## config.mk

```make
export PLATFORM = sky130hd
export DESIGN_NAME = dcache_top
export DESIGN_NICKNAME = d
export VERILOG_FILES = /design/src/common/dcache_pkg.sv /design/src/dcache/dcache_ctrl.sv /design/src/dcache/dcache_line_store.sv /design/src/dcache_cfg_regs.sv /design/src/dcache_top.sv
export SDC_FILE = /design/constraint.sdc
export NUM_CORES = 2
export LEC_CHECK = 0
export BUFFER_PORTS_ARGS = -buffer_cell sky130_fd_sc_hd__buf_2
export CORE_MARGIN = 2
export CORE_UTILIZATION = 30
export CTS_CLUSTER_SIZE = 30
export DETAILED_ROUTE_END_ITERATION = 10
export PLACE_DENSITY = 0.48
export SLEW_MARGIN = 20
export SYNTH_ARGS = -nofsm -noshare
export SYNTH_HDL_FRONTEND = slang
export SYNTH_SLANG_ARGS = --single-unit
```

## constraint.sdc

```tcl
create_clock -name clk -period 14.1 [get_ports clk]
set_input_delay 0.705 -clock clk [delete_from_list [all_inputs] [get_ports clk]]
set_output_delay 0.705 -clock clk [all_outputs]
set_load 0.01 [all_outputs]
```

## src/common/dcache_pkg.sv

```systemverilog
package dcache_pkg;

  localparam int xlen = 32;
  localparam int line_bytes = 16;
  localparam int beats = line_bytes * 8 / xlen;
  localparam int index_w = 4;
  localparam int offset_w = $clog2(line_bytes);
  localparam int tag_w = xlen - index_w - offset_w;

  // requester operations
  localparam logic [1:0] op_access = 2'd0;
  localparam logic [1:0] op_flush = 2'd1;
  localparam logic [1:0] op_invalidate = 2'd2;

  // config register map, word addressed
  localparam logic [1:0] reg_unc_base = 2'd0;
  localparam logic [1:0] reg_unc_limit = 2'd1;
  localparam logic [1:0] reg_hits = 2'd2;
  localparam logic [1:0] reg_misses = 2'd3;

  typedef union packed {
    logic [xlen-1:0] raw;
    struct packed {
      logic [tag_w-1:0] tag;
      logic [index_w-1:0] index;
      // upper bits pick the word, low two the byte
      logic [offset_w-1:0] offset;
    } fields;
  } addr_u;

  typedef struct packed {
    logic [xlen-1:0] addr;
    logic [xlen-1:0] wdata;
    logic [xlen/8-1:0] wstrb;
    logic [1:0] op;
  } cpu_req_t;

  typedef struct packed {
    logic [xlen-1:0] rdata;
    logic [xlen-1:0] addr;
  } cpu_rsp_t;

  typedef struct packed {
    logic [xlen-1:0] addr;
    logic [$clog2(beats)-1:0] len;
  } axi_aw_t;

  typedef struct packed {
    logic [xlen-1:0] addr;
    logic [$clog2(beats)-1:0] len;
  } axi_ar_t;

  typedef struct packed {
    logic [xlen-1:0] data;
    logic [xlen/8-1:0] strb;
    logic last;
  } axi_w_t;

  typedef struct packed {
    logic [xlen-1:0] data;
    logic last;
  } axi_r_t;

endpackage

```

## src/dcache/dcache_ctrl.sv

```systemverilog
`timescale 1ns/1ps

module dcache_ctrl
  import dcache_pkg::*;
(
  input  logic                     clk,
  input  logic                     nrst,
  input  logic                     i_req_valid,
  input  cpu_req_t                 i_req,
  output logic                     o_req_ready,
  output logic                     o_rsp_valid,
  output cpu_rsp_t                 o_rsp,
  output logic                     o_aw_valid,
  output axi_aw_t                  o_aw,
  input  logic                     i_aw_ready,
  output logic                     o_w_valid,
  output axi_w_t                   o_w,
  input  logic                     i_w_ready,
  input  logic                     i_b_valid,
  output logic                     o_b_ready,
  output logic                     o_ar_valid,
  output axi_ar_t                  o_ar,
  input  logic                     i_ar_ready,
  input  logic                     i_r_valid,
  input  axi_r_t                   i_r,
  output logic                     o_r_ready,
  input  logic [xlen-1:0]          i_unc_base,
  input  logic [xlen-1:0]          i_unc_limit,
  output logic                     o_hit_evt,
  output logic                     o_miss_evt,
  output logic [index_w-1:0]       o_lookup_idx,
  output logic                     o_store_wr,
  output logic [$clog2(beats)-1:0] o_store_word,
  output logic [xlen-1:0]          o_store_data,
  output logic [xlen/8-1:0]        o_store_strb,
  output logic                     o_refill_beat,
  output logic [xlen-1:0]          o_refill_data,
  output logic                     o_refill_last,
  output logic [tag_w-1:0]         o_refill_tag,
  output logic                     o_clean_line,
  output logic                     o_inval_all,
  input  logic                     i_line_valid,
  input  logic                     i_line_dirty,
  input  logic [tag_w-1:0]         i_line_tag,
  input  logic [xlen-1:0]          i_line_word,
  input  logic [xlen-1:0]          i_beat_word
);

  typedef enum logic [2:0] {s_idle, s_aw, s_w, s_b, s_ar, s_r, s_rsp} state_e;

  state_e                   state_q;
  cpu_req_t                 req_q;
  addr_u                    in_a;
  addr_u                    rq_a;
  logic                     unc_q;
  logic                     flush_q;
  logic [index_w-1:0]       walk_q;
  logic [$clog2(beats)-1:0] beat_q;
  logic                     accept;
  logic                     in_access;
  logic                     in_unc;
  logic                     in_hit;
  logic                     line_wb;

  assign in_a.raw = i_req.addr;
  assign rq_a.raw = req_q.addr;

  // classify the incoming request
  assign o_req_ready = (state_q == s_idle);
  assign accept = i_req_valid && o_req_ready;
  assign in_access = (i_req.op == op_access);
  assign in_unc = in_access && (i_req.addr >= i_unc_base) && (i_req.addr < i_unc_limit);
  assign in_hit = i_line_valid && (i_line_tag == in_a.fields.tag);
  assign line_wb = i_line_valid && i_line_dirty;
  assign o_hit_evt = accept && in_access && !in_unc && in_hit;
  assign o_miss_evt = accept && in_access && !in_unc && !in_hit;
  assign o_inval_all = accept && (i_req.op == op_invalidate);

  always_comb begin
    if (state_q == s_idle) begin
      o_lookup_idx = in_a.fields.index;
    end else if (flush_q) begin
      o_lookup_idx = walk_q;
    end else begin
      o_lookup_idx = rq_a.fields.index;
    end
  end

  assign o_store_word = (state_q == s_idle) ? in_a.fields.offset[offset_w-1:2] :
                                              rq_a.fields.offset[offset_w-1:2];
  assign o_store_data = (state_q == s_idle) ? i_req.wdata : req_q.wdata;
  assign o_store_strb = (state_q == s_idle) ? i_req.wstrb : req_q.wstrb;
  // write hit, or replay of a write after refill
  assign o_store_wr = (o_hit_evt && |i_req.wstrb) ||
                      (state_q == s_rsp && !flush_q && |req_q.wstrb);

  // write-back targets the resident line, not the request
  assign o_aw_valid = (state_q == s_aw);
  assign o_aw.addr = unc_q ? {req_q.addr[xlen-1:2], 2'b00} :
                             {i_line_tag, o_lookup_idx, {offset_w{1'b0}}};
  assign o_aw.len = unc_q ? '0 : '1;
  assign o_w_valid = (state_q == s_w);
  assign o_w.data = unc_q ? req_q.wdata : i_beat_word;
  assign o_w.strb = unc_q ? req_q.wstrb : '1;
  assign o_w.last = unc_q || (&beat_q);
  assign o_b_ready = (state_q == s_b);
  assign o_ar_valid = (state_q == s_ar);
  assign o_ar.addr = unc_q ? {req_q.addr[xlen-1:2], 2'b00} :
                             {rq_a.fields.tag, rq_a.fields.index, {offset_w{1'b0}}};
  assign o_ar.len = unc_q ? '0 : '1;
  assign o_r_ready = (state_q == s_r);

  assign o_refill_beat = o_r_ready && i_r_valid && !unc_q;
  assign o_refill_data = i_r.data;
  assign o_refill_last = i_r.last;
  assign o_refill_tag = rq_a.fields.tag;
  assign o_clean_line = o_w_valid && i_w_ready && !unc_q;

  always_ff @(posedge clk) begin
    if (!nrst) begin
      state_q <= s_idle;
      unc_q <= 1'b0;
      flush_q <= 1'b0;
      walk_q <= '0;
      beat_q <= '0;
      o_rsp_valid <= 1'b0;
    end else begin
      o_rsp_valid <= 1'b0;
      case (state_q)
        s_idle: begin
          if (accept) begin
            unc_q <= in_unc;
            flush_q <= (i_req.op == op_flush);
            walk_q <= '0;
            beat_q <= '0;
            if (i_req.op == op_flush) begin
              state_q <= s_rsp;
            end else if (in_unc) begin
              state_q <= (|i_req.wstrb) ? s_aw : s_ar;
            end else if (in_access && !in_hit) begin
              state_q <= line_wb ? s_aw : s_ar;
            end else begin
              // hit or invalidate answers right away
              o_rsp_valid <= 1'b1;
            end
          end
        end
        s_aw: begin
          if (i_aw_ready) begin
            state_q <= s_w;
          end
        end
        s_w: begin
          if (i_w_ready) begin
            if (!unc_q) begin
              beat_q <= beat_q + 1'b1;
            end
            if (o_w.last) begin
              state_q <= s_b;
            end
          end
        end
        s_b: begin
          if (i_b_valid) begin
            if (unc_q || (flush_q && walk_q == '1)) begin
              o_rsp_valid <= 1'b1;
              state_q <= s_idle;
            end else if (flush_q) begin
              walk_q <= walk_q + 1'b1;
              state_q <= s_rsp;
            end else begin
              state_q <= s_ar;
            end
          end
        end
        s_ar: begin
          if (i_ar_ready) begin
            state_q <= s_r;
          end
        end
        s_r: begin
          if (i_r_valid && i_r.last) begin
            o_rsp_valid <= unc_q;
            state_q <= unc_q ? s_idle : s_rsp;
          end
        end
        s_rsp: begin
          // flush walk step, or replay against the refilled line
          if (!flush_q || (!line_wb && walk_q == '1)) begin
            o_rsp_valid <= 1'b1;
            state_q <= s_idle;
          end else if (line_wb) begin
            state_q <= s_aw;
          end else begin
            walk_q <= walk_q + 1'b1;
          end
        end
        default: state_q <= s_idle;
      endcase
    end
  end

  always_ff @(posedge clk) begin
    if (accept) begin
      req_q <= i_req;
      o_rsp.addr <= i_req.addr;
      o_rsp.rdata <= (in_access && !(|i_req.wstrb)) ? i_line_word : '0;
    end else if (state_q == s_r && unc_q && i_r_valid) begin
      o_rsp.rdata <= i_r.data;
    end else if (state_q == s_rsp && !flush_q && !(|req_q.wstrb)) begin
      o_rsp.rdata <= i_line_word;
    end
  end

endmodule

```

## src/dcache/dcache_line_store.sv

```systemverilog
`timescale 1ns/1ps

module dcache_line_store
  import dcache_pkg::*;
(
  input  logic                     clk,
  input  logic                     nrst,
  input  logic [index_w-1:0]       i_lookup_idx,
  input  logic [$clog2(beats)-1:0] i_word_sel,
  input  logic                     i_store_wr,
  input  logic [xlen-1:0]          i_store_data,
  input  logic [xlen/8-1:0]        i_store_strb,
  input  logic                     i_refill_beat,
  input  logic [xlen-1:0]          i_refill_data,
  input  logic                     i_refill_last,
  input  logic [tag_w-1:0]         i_refill_tag,
  input  logic                     i_clean_line,
  input  logic                     i_inval_all,
  output logic                     o_line_valid,
  output logic                     o_line_dirty,
  output logic [tag_w-1:0]         o_line_tag,
  output logic [xlen-1:0]          o_line_word,
  output logic [xlen-1:0]          o_beat_word
);

  logic [2**index_w-1:0]    valid_q;
  logic [2**index_w-1:0]    dirty_q;
  logic [tag_w-1:0]         tag_q [2**index_w];
  logic [beats*xlen-1:0]    data_q [2**index_w];
  logic [$clog2(beats)-1:0] beat_q;
  logic [xlen-1:0]          merged;

  assign o_line_valid = valid_q[i_lookup_idx];
  assign o_line_dirty = dirty_q[i_lookup_idx];
  assign o_line_tag = tag_q[i_lookup_idx];
  assign o_line_word = data_q[i_lookup_idx][i_word_sel*xlen +: xlen];
  // word under the burst pointer, used as write-back data
  assign o_beat_word = data_q[i_lookup_idx][beat_q*xlen +: xlen];

  always_comb begin
    merged = o_line_word;
    for (int b = 0; b < xlen/8; b++) begin
      if (i_store_strb[b]) begin
        merged[b*8 +: 8] = i_store_data[b*8 +: 8];
      end
    end
  end

  always_ff @(posedge clk) begin
    if (!nrst) begin
      valid_q <= '0;
      dirty_q <= '0;
      beat_q <= '0;
    end else if (i_inval_all) begin
      valid_q <= '0;
      dirty_q <= '0;
    end else begin
      if (i_store_wr) begin
        dirty_q[i_lookup_idx] <= 1'b1;
      end
      // each accepted write-back beat cleans and steps the pointer
      if (i_clean_line) begin
        dirty_q[i_lookup_idx] <= 1'b0;
        beat_q <= beat_q + 1'b1;
      end
      if (i_refill_beat) begin
        beat_q <= i_refill_last ? '0 : beat_q + 1'b1;
        if (i_refill_last) begin
          valid_q[i_lookup_idx] <= 1'b1;
          dirty_q[i_lookup_idx] <= 1'b0;
        end
      end
    end
  end

  always_ff @(posedge clk) begin
    if (i_store_wr) begin
      data_q[i_lookup_idx][i_word_sel*xlen +: xlen] <= merged;
    end
    if (i_refill_beat) begin
      data_q[i_lookup_idx][beat_q*xlen +: xlen] <= i_refill_data;
      if (i_refill_last) begin
        tag_q[i_lookup_idx] <= i_refill_tag;
      end
    end
  end

endmodule

```

## src/dcache_cfg_regs.sv

```systemverilog
`timescale 1ns/1ps

module dcache_cfg_regs
  import dcache_pkg::*;
(
  input  logic            clk,
  input  logic            nrst,
  input  logic            i_cfg_we,
  input  logic [1:0]      i_cfg_addr,
  input  logic [xlen-1:0] i_cfg_wdata,
  output logic [xlen-1:0] o_cfg_rdata,
  input  logic            i_hit_evt,
  input  logic            i_miss_evt,
  output logic [xlen-1:0] o_unc_base,
  output logic [xlen-1:0] o_unc_limit
);

  logic [xlen-1:0] hits_q;
  logic [xlen-1:0] misses_q;

  always_ff @(posedge clk) begin
    if (!nrst) begin
      o_unc_base <= '0;
      o_unc_limit <= '0;
    end else if (i_cfg_we) begin
      // counters are read only
      if (i_cfg_addr == reg_unc_base) begin
        o_unc_base <= i_cfg_wdata;
      end
      if (i_cfg_addr == reg_unc_limit) begin
        o_unc_limit <= i_cfg_wdata;
      end
    end
  end

  // wrapping event counters
  always_ff @(posedge clk) begin
    if (!nrst) begin
      hits_q <= '0;
      misses_q <= '0;
    end else begin
      if (i_hit_evt) begin
        hits_q <= hits_q + 1'b1;
      end
      if (i_miss_evt) begin
        misses_q <= misses_q + 1'b1;
      end
    end
  end

  always_ff @(posedge clk) begin
    if (!nrst) begin
      o_cfg_rdata <= '0;
    end else begin
      case (i_cfg_addr)
        reg_unc_base:  o_cfg_rdata <= o_unc_base;
        reg_unc_limit: o_cfg_rdata <= o_unc_limit;
        reg_hits:      o_cfg_rdata <= hits_q;
        reg_misses:    o_cfg_rdata <= misses_q;
      endcase
    end
  end

endmodule

```

## src/dcache_top.sv

```systemverilog
`timescale 1ns/1ps

module dcache_top
  import dcache_pkg::*;
(
  input  logic            clk,
  input  logic            nrst,
  input  logic            i_req_valid,
  input  cpu_req_t        i_req,
  output logic            o_req_ready,
  output logic            o_rsp_valid,
  output cpu_rsp_t        o_rsp,
  input  logic            i_cfg_we,
  input  logic [1:0]      i_cfg_addr,
  input  logic [xlen-1:0] i_cfg_wdata,
  output logic [xlen-1:0] o_cfg_rdata,
  output logic            o_aw_valid,
  output axi_aw_t         o_aw,
  input  logic            i_aw_ready,
  output logic            o_w_valid,
  output axi_w_t          o_w,
  input  logic            i_w_ready,
  input  logic            i_b_valid,
  output logic            o_b_ready,
  output logic            o_ar_valid,
  output axi_ar_t         o_ar,
  input  logic            i_ar_ready,
  input  logic            i_r_valid,
  input  axi_r_t          i_r,
  output logic            o_r_ready
);

  logic [xlen-1:0]          unc_base;
  logic [xlen-1:0]          unc_limit;
  logic                     hit_evt;
  logic                     miss_evt;
  logic [index_w-1:0]       lookup_idx;
  logic                     store_wr;
  logic [$clog2(beats)-1:0] store_word;
  logic [xlen-1:0]          store_data;
  logic [xlen/8-1:0]        store_strb;
  logic                     refill_beat;
  logic [xlen-1:0]          refill_data;
  logic                     refill_last;
  logic [tag_w-1:0]         refill_tag;
  logic                     clean_line;
  logic                     inval_all;
  logic                     line_valid;
  logic                     line_dirty;
  logic [tag_w-1:0]         line_tag;
  logic [xlen-1:0]          line_word;
  logic [xlen-1:0]          beat_word;

  // requester and AXI ports share names with the top
  dcache_ctrl i_ctrl (
    .*,
    .i_unc_base(unc_base),
    .i_unc_limit(unc_limit),
    .o_hit_evt(hit_evt),
    .o_miss_evt(miss_evt),
    .o_lookup_idx(lookup_idx),
    .o_store_wr(store_wr),
    .o_store_word(store_word),
    .o_store_data(store_data),
    .o_store_strb(store_strb),
    .o_refill_beat(refill_beat),
    .o_refill_data(refill_data),
    .o_refill_last(refill_last),
    .o_refill_tag(refill_tag),
    .o_clean_line(clean_line),
    .o_inval_all(inval_all),
    .i_line_valid(line_valid),
    .i_line_dirty(line_dirty),
    .i_line_tag(line_tag),
    .i_line_word(line_word),
    .i_beat_word(beat_word)
  );

  dcache_line_store i_line_store (
    .clk(clk),
    .nrst(nrst),
    .i_lookup_idx(lookup_idx),
    .i_word_sel(store_word),
    .i_store_wr(store_wr),
    .i_store_data(store_data),
    .i_store_strb(store_strb),
    .i_refill_beat(refill_beat),
    .i_refill_data(refill_data),
    .i_refill_last(refill_last),
    .i_refill_tag(refill_tag),
    .i_clean_line(clean_line),
    .i_inval_all(inval_all),
    .o_line_valid(line_valid),
    .o_line_dirty(line_dirty),
    .o_line_tag(line_tag),
    .o_line_word(line_word),
    .o_beat_word(beat_word)
  );

  dcache_cfg_regs i_cfg_regs (
    .*,
    .i_hit_evt(hit_evt),
    .i_miss_evt(miss_evt),
    .o_unc_base(unc_base),
    .o_unc_limit(unc_limit)
  );

endmodule

```

Word-level counts from Yosys, hierarchy flattened
Memory sizes are Yosys's and may differ from the RTL's.
Index checks and enable logic that the tools add are counted.
{"block": "totals", "register_bits": 306, "mem_bits_rw": 2432, "out_inout_bits": 208, "word_cells": 464, "memories": 2}
{"block": "classes", "n_addsub": 7, "magnitude_cmp": 4, "eq_ne": 27, "n_shift": 6, "mux": 209, "bitwise_logic": 135, "n_reduce_logical": 56}
{"memory": "i_line_store.data_q", "depth": 16, "width": 128, "read_ports": 1, "rd_clocked_by_memory_dff": 0, "write_ports": 1, "line": "dcache_line_store.sv:29", "text": "logic [beats*xlen-1:0] data_q [2**index_w];"}
{"memory": "i_line_store.tag_q", "depth": 16, "width": 24, "read_ports": 1, "rd_clocked_by_memory_dff": 0, "write_ports": 1, "line": "dcache_line_store.sv:28", "text": "logic [tag_w-1:0] tag_q [2**index_w];"}
{"operator": "128-bit 2-to-1 mux", "count": 2}
{"operator": "32-bit by 34-bit variable shift with 128-bit output (first input constant)", "count": 2}
{"operator": "128-bit by 8-bit indexed part select with 32-bit output", "count": 2}
{"operator": "32-bit by 34-bit indexed part select with 128-bit output", "count": 2}
{"operator": "32-bit 2-to-1 mux", "count": 7}
{"operator": "1-bit 2-to-1 mux", "count": 144}
{"operator": "16-bit 2-to-1 mux", "count": 8}
{"operator": "1-bit bitwise OR", "count": 128}
{"operator": "32-bit case mux with 4 select lines", "count": 1}
{"operator": "7-bit negation with 34-bit output", "count": 2}
{"operator": "32-bit by 1-bit adder with 32-bit output (second input constant)", "count": 2}
{"operator": "3-bit 2-to-1 mux", "count": 16}
{"operator": "4-bit 2-to-1 mux", "count": 11}
{"operator": "16-bit AND", "count": 2}
{"operator": "32-bit greater-or-equal comparator", "count": 1}
{"operator": "32-bit < comparator", "count": 1}
{"operator": "8-bit 2-to-1 mux", "count": 4}
{"operator": "16-bit bitwise OR", "count": 2}
{"operator": "1-bit logical AND", "count": 26}
{"operator": "24-bit equality test", "count": 1}
{"operator": "3-bit case mux with 7 select lines", "count": 1}
{"operator": "2-bit 2-to-1 mux", "count": 9}
{"operator": "2-bit inequality test (second input constant)", "count": 9}
{"operator": "16-bit inverter", "count": 1}
{"operator": "31 further kinds", "count": 60}

Logic depth before layout (Yosys ltp)
{"block": "depth", "depth_word": 18, "depth_mapped": 19}

Cells and area by module
Synthesis repeated with hierarchy kept, for this count alone.
{"block": "hier_totals", "hier_cells": 6169, "hier_area_um2": 112081.2}
{"mod": "dcache_line_store", "instances": 1, "cells_per_inst": 4571, "area_per_inst_um2": 96951.7, "seq_area_each_um2": 73710.7}
{"mod": "dcache_ctrl", "instances": 1, "cells_per_inst": 867, "area_per_inst_um2": 8373.0, "seq_area_each_um2": 3243.1}
{"mod": "dcache_cfg_regs", "instances": 1, "cells_per_inst": 731, "area_per_inst_um2": 6756.5, "seq_area_each_um2": 3203.1}

Least setup slack after synthesis
Ideal clock, no wire load.
{"block": "synth_path", "kind": "input to register", "from": "in i_req[42] (netlist bit)", "to": "mem i_line_store.data_q[10][0] (netlist bit), enable pin", "arrival_time_ns": 5.175, "t_required_ns": 13.668, "path_slack_ns": 8.494, "cell_stages": 15, "cell_sequence": "buf_2 -> or4_1 -> buf_2 -> o21ai_1 -> buf_4 -> a21oi_1 -> a32o_1 -> nor4_4 -> xnor2_1 -> nand4_1 -> nor2_1 -> and4_1 -> o21ai_1 -> buf_2 -> a21oi_1"}
{"block": "synth_via", "elab_chain_len": 11}
{"item": "start: declaration", "line": "dcache_top.sv:9", "text": "input cpu_req_t i_req,"}
{"item": "32-bit greater-or-equal comparator", "line": "dcache_ctrl.sv:72", "text": "assign in_unc = in_access && (i_req.addr >= i_unc_base) && (i_req.addr < i_unc_limit);"}
{"item": "1-bit logical AND (2 in series)", "line": "dcache_ctrl.sv:72"}
{"item": "1-bit zero test", "line": "dcache_ctrl.sv:75", "text": "assign o_hit_evt = accept && in_access && !in_unc && in_hit;"}
{"item": "1-bit logical AND (2 in series)", "line": "dcache_ctrl.sv:75"}
{"item": "1-bit logical AND", "line": "dcache_ctrl.sv:94", "text": "assign o_store_wr = (o_hit_evt && |i_req.wstrb) ||"}
{"item": "1-bit logical OR", "line": "dcache_ctrl.sv:94"}
{"item": "1-bit 2-to-1 mux", "line": "dcache_line_store.sv:77", "text": "if (i_store_wr) begin"}
{"item": "128-bit 2-to-1 mux (implied by the code)", "line": "dcache_line_store.sv:78", "text": "data_q[i_lookup_idx][i_word_sel*xlen +: xlen] <= merged;"}
{"item": "1-bit bitwise OR (no line)"}
{"item": "end: declaration", "line": "dcache_line_store.sv:29"}
Several ways; a longest one is shown, not always the timed one. The select of a mux whose other input is x is not followed.

==> metrics <==
status finished clean; final hold viol count 0; first-pass GRT wire length 564 mm; sequential fraction of the synthesis area 0.704; Ys Warns 0; CP most frequent cell buf_4; Critical Path Max Stage Delay 0.83 ns; clock power share 0.269; via count 69,000; CP arrival 7.64 ns; clock buffer depth 4; WHS 0.0507 ns; P&R area growth vs syn 16.2%; post-synthesis area per instance 17.0 um^2; initial antenna violation count 47; combinational share of power 0.381; Total GRT Usage 0.211; H-tree depth 5; post-synthesis async set-or-reset flop share 0; RSZ-0062 raised after global routing false; clock sink total 2,738; WS Path Type flop to output pin; CP top delay family buffers and inverters; Layout Skew 0.0639 ns; I/O pins 354; worst rel slew slack 0.225; final period utilization 0.592; Area contributors post-synth edfxtp_1 67%, mux4_2 12%, dfxtp_1 3.6%; most common cell after layout, fill and taps aside edfxtp_1; WP data required 13.40 ns; drt first pass iters 6; multi-input logic area 32,000 um^2; sequential power share 0.350; setup violators final 0; largest family of logic cells by synthesized area multiplexers; # Max-Cap Violations 0; TritonCTS clock tree yes; Post-CTS Setup Inserts 0; post-synthesis simple-gate area fraction 0.0486; vias per cell 5.57; wire length per cell 33.5 um; gr ovfl total 0; Final Core Density 0.350; remaining antenna violation count 0; Worst-Skew Late Latency 0.92 ns; Least-Margin Pin Slew 1.16 ns; Cells after Synth 6,687; Rows 226; switching share of power 0.376; 1st-iter DRT viols 8,170; post-synthesis xor/xnor area fraction 0.00283; filler instances 35,700; pin count of the biggest net entering global routing 122; Mapped Area 114,000 um^2; startpoint type of the worst setup path flop; Synth Flop Type edfxtp_1; number of CTS-inserted buffers 296; Clk pin slew, worst setup/hold paths 0.06 ns; Setup crit end kind output pin; dpl cells 11,800; vias in the first global route 67,100; cell leakage power 43.3 nW; Layout Nets 7,348; CP Cell Sequence or3_4 -> inv_6 -> o21ai_4 -> buf_4 -> buf_4 -> buf_4 -> buf_4 -> mux4_2 -> a22oi_1 -> nand2_1 -> mux4_2 -> mux2_2 -> buf_2; Max FO, Critical Path 41; final period demand of the worst path 8.35 ns; Psw 10.7 mW; final slew viol count 0; worst vdd ir 0.000132 V; Starting Density 0.301; Compound-Gate Fraction of Synth Area 0.0740; slowest stage cell, crit path buf_4; Post-synth EDFFs 2,532; Die Y 620 um; Yosys top cell by area edfxtp_1; setup TNS 0 ns; Adder-Cell Fraction of Synth Area 0.00846; P_int 17.8 mW; #FFs+latches synth 2,738; Core ar. 378,000 um^2; post-DP HPWL 249 mm; PwrDens 215 nW/um^2; Worst Hold Class primary input to flop; final standard cell area without fillers 132,000 um^2; die width 620 um; RD Place Congestion 0.837; Remaining DRCs 0; fraction of layout cells with a size suffix above 1 0.257; Finished Layout Cells 12,400; post-synth top area share 0.668; fmax 120 MHz; most frequent cells in the layout 2,532 x edfxtp_1, 651 x nand2_1, 589 x mux4_2; flop-to-flop setup slack 5.89 ns; Netlist cell types 101; full die area 385,000 um^2; FF/Latch Area 80,200 um^2; Placed Area 123,000 um^2; Port-buffer cells 349; Buf+Inv Stages, Crit Path 6; final WL 415 mm; Root Driver clkbuf_16; post-synthesis mux area share 0.137
## per-layer routing
layer / vias to the layer above / track usage / part of all wire
met5: - / 0 / 0.00053
met4: 34 / 0.0804 / 0.042
met3: 658 / 0.0408 / 0.084
met2: 3487 / 0.339 / 0.47
met1: 37000 / 0.281 / 0.41
li1: 27900 / - / -
## path summary, 6_finish.rpt
check	from	to	depth (start not counted)
setup / recovery	i_ctrl.state_q[0]	o_w[9]	13
hold reg to reg	i_line_store.valid_q[4]	i_line_store.valid_q[4]	2
setup reg to reg	i_ctrl.state_q[0]	i_line_store.data_q[1][36]	16
hold / removal	i_req[16]	i_ctrl.req_q[16]	1
## per-stage QoR
step | worst slack, ns | total power, mW
floorplan | 8.49 | 16.2
global placement | 5.49 | 20.8
detailed placement | 5.47 | 21.0
CTS | 5.57 | 28.6
global route | 5.17 | 29.4
finish | 5.75 | 28.5
## layout make-up
cell class                 count  area share
antenna                       17    0.000322
inverter                     102     0.00298
tap                         5016      0.0474
timing repair buffer         640      0.0312
multi-input combinational   3347       0.242
sequential                  2738       0.606
clock buffer                 378      0.0595
clock inverter               148      0.0110
## power by group through the flow
stage	Clock [mW]	Combinational [mW]	Sequential (mW)
floorplan	0	6.10	10.1
global placement	0	10.7	10.1
detailed placement	0	10.8	10.2
CTS	7.78	10.8	9.98
global route	8.09	11.3	9.99
finish	7.66	10.8	9.98
## cell usage after synthesis (all sizes together) (30+ instances only)
cell	instances
edfxtp	2532
a21o	61
a21oi	233
mux2i	140
o211ai	49
and2	42
nand3	107
a211oi	30
o21ai	260
nand4	38
mux4	589
nor2	133
buf	289
mux2	80
inv	100
nand2	658
a22o	50
a22oi	270
nand2b	30
ha	77
dfxtp	206
o22ai	55
nor3	52
clkbuf	214
## state kept, by name, summed over array words and instances, names as in the netlist, 3 cells and up
name	cells
i_cfg_regs.hits_q	32
i_cfg_regs.o_cfg_rdata	32
i_ctrl.o_rsp	64
i_line_store.dirty_q	16
i_ctrl.req_q	36
i_line_store.tag_q	384
i_ctrl.walk_q	4
i_ctrl.state_q	3
i_line_store.data_q	2048
i_line_store.valid_q	16
i_cfg_regs.o_unc_limit	32
i_cfg_regs.misses_q	32
i_cfg_regs.o_unc_base	32
## kinds of logic (layout without fill, tap and decap cells)
family / after synthesis / in the layout
mux: 809 / 809
simple gates: 1185 / 1185
other cells: 1 / 21
buf+inv: 605 / 1268
compound gates: 1236 / 1236
flops: 2738 / 2738
xor+xnor: 36 / 36
fa+ha+maj: 77 / 77
## what timing repair did
action | CTS | global route
endpoints found under the setup margin | 0 | 0
resized for setup | 0 | 0
endpoints found under the hold margin | 13 | 0
hold buffers | 13 | 0
## worst reg2reg max path, delay by kind of cell (launching register included)
kind / cells / cell delay, ns
buffers and inverters: 6 / 3.40
AND/OR/NAND/NOR: 2 / 0.91
AO/OA/AOI/OAI: 6 / 1.93
flip-flops: 1 / 0.69
multiplexers: 2 / 0.94
Note: power is estimated with default switching activity, not from simulation.
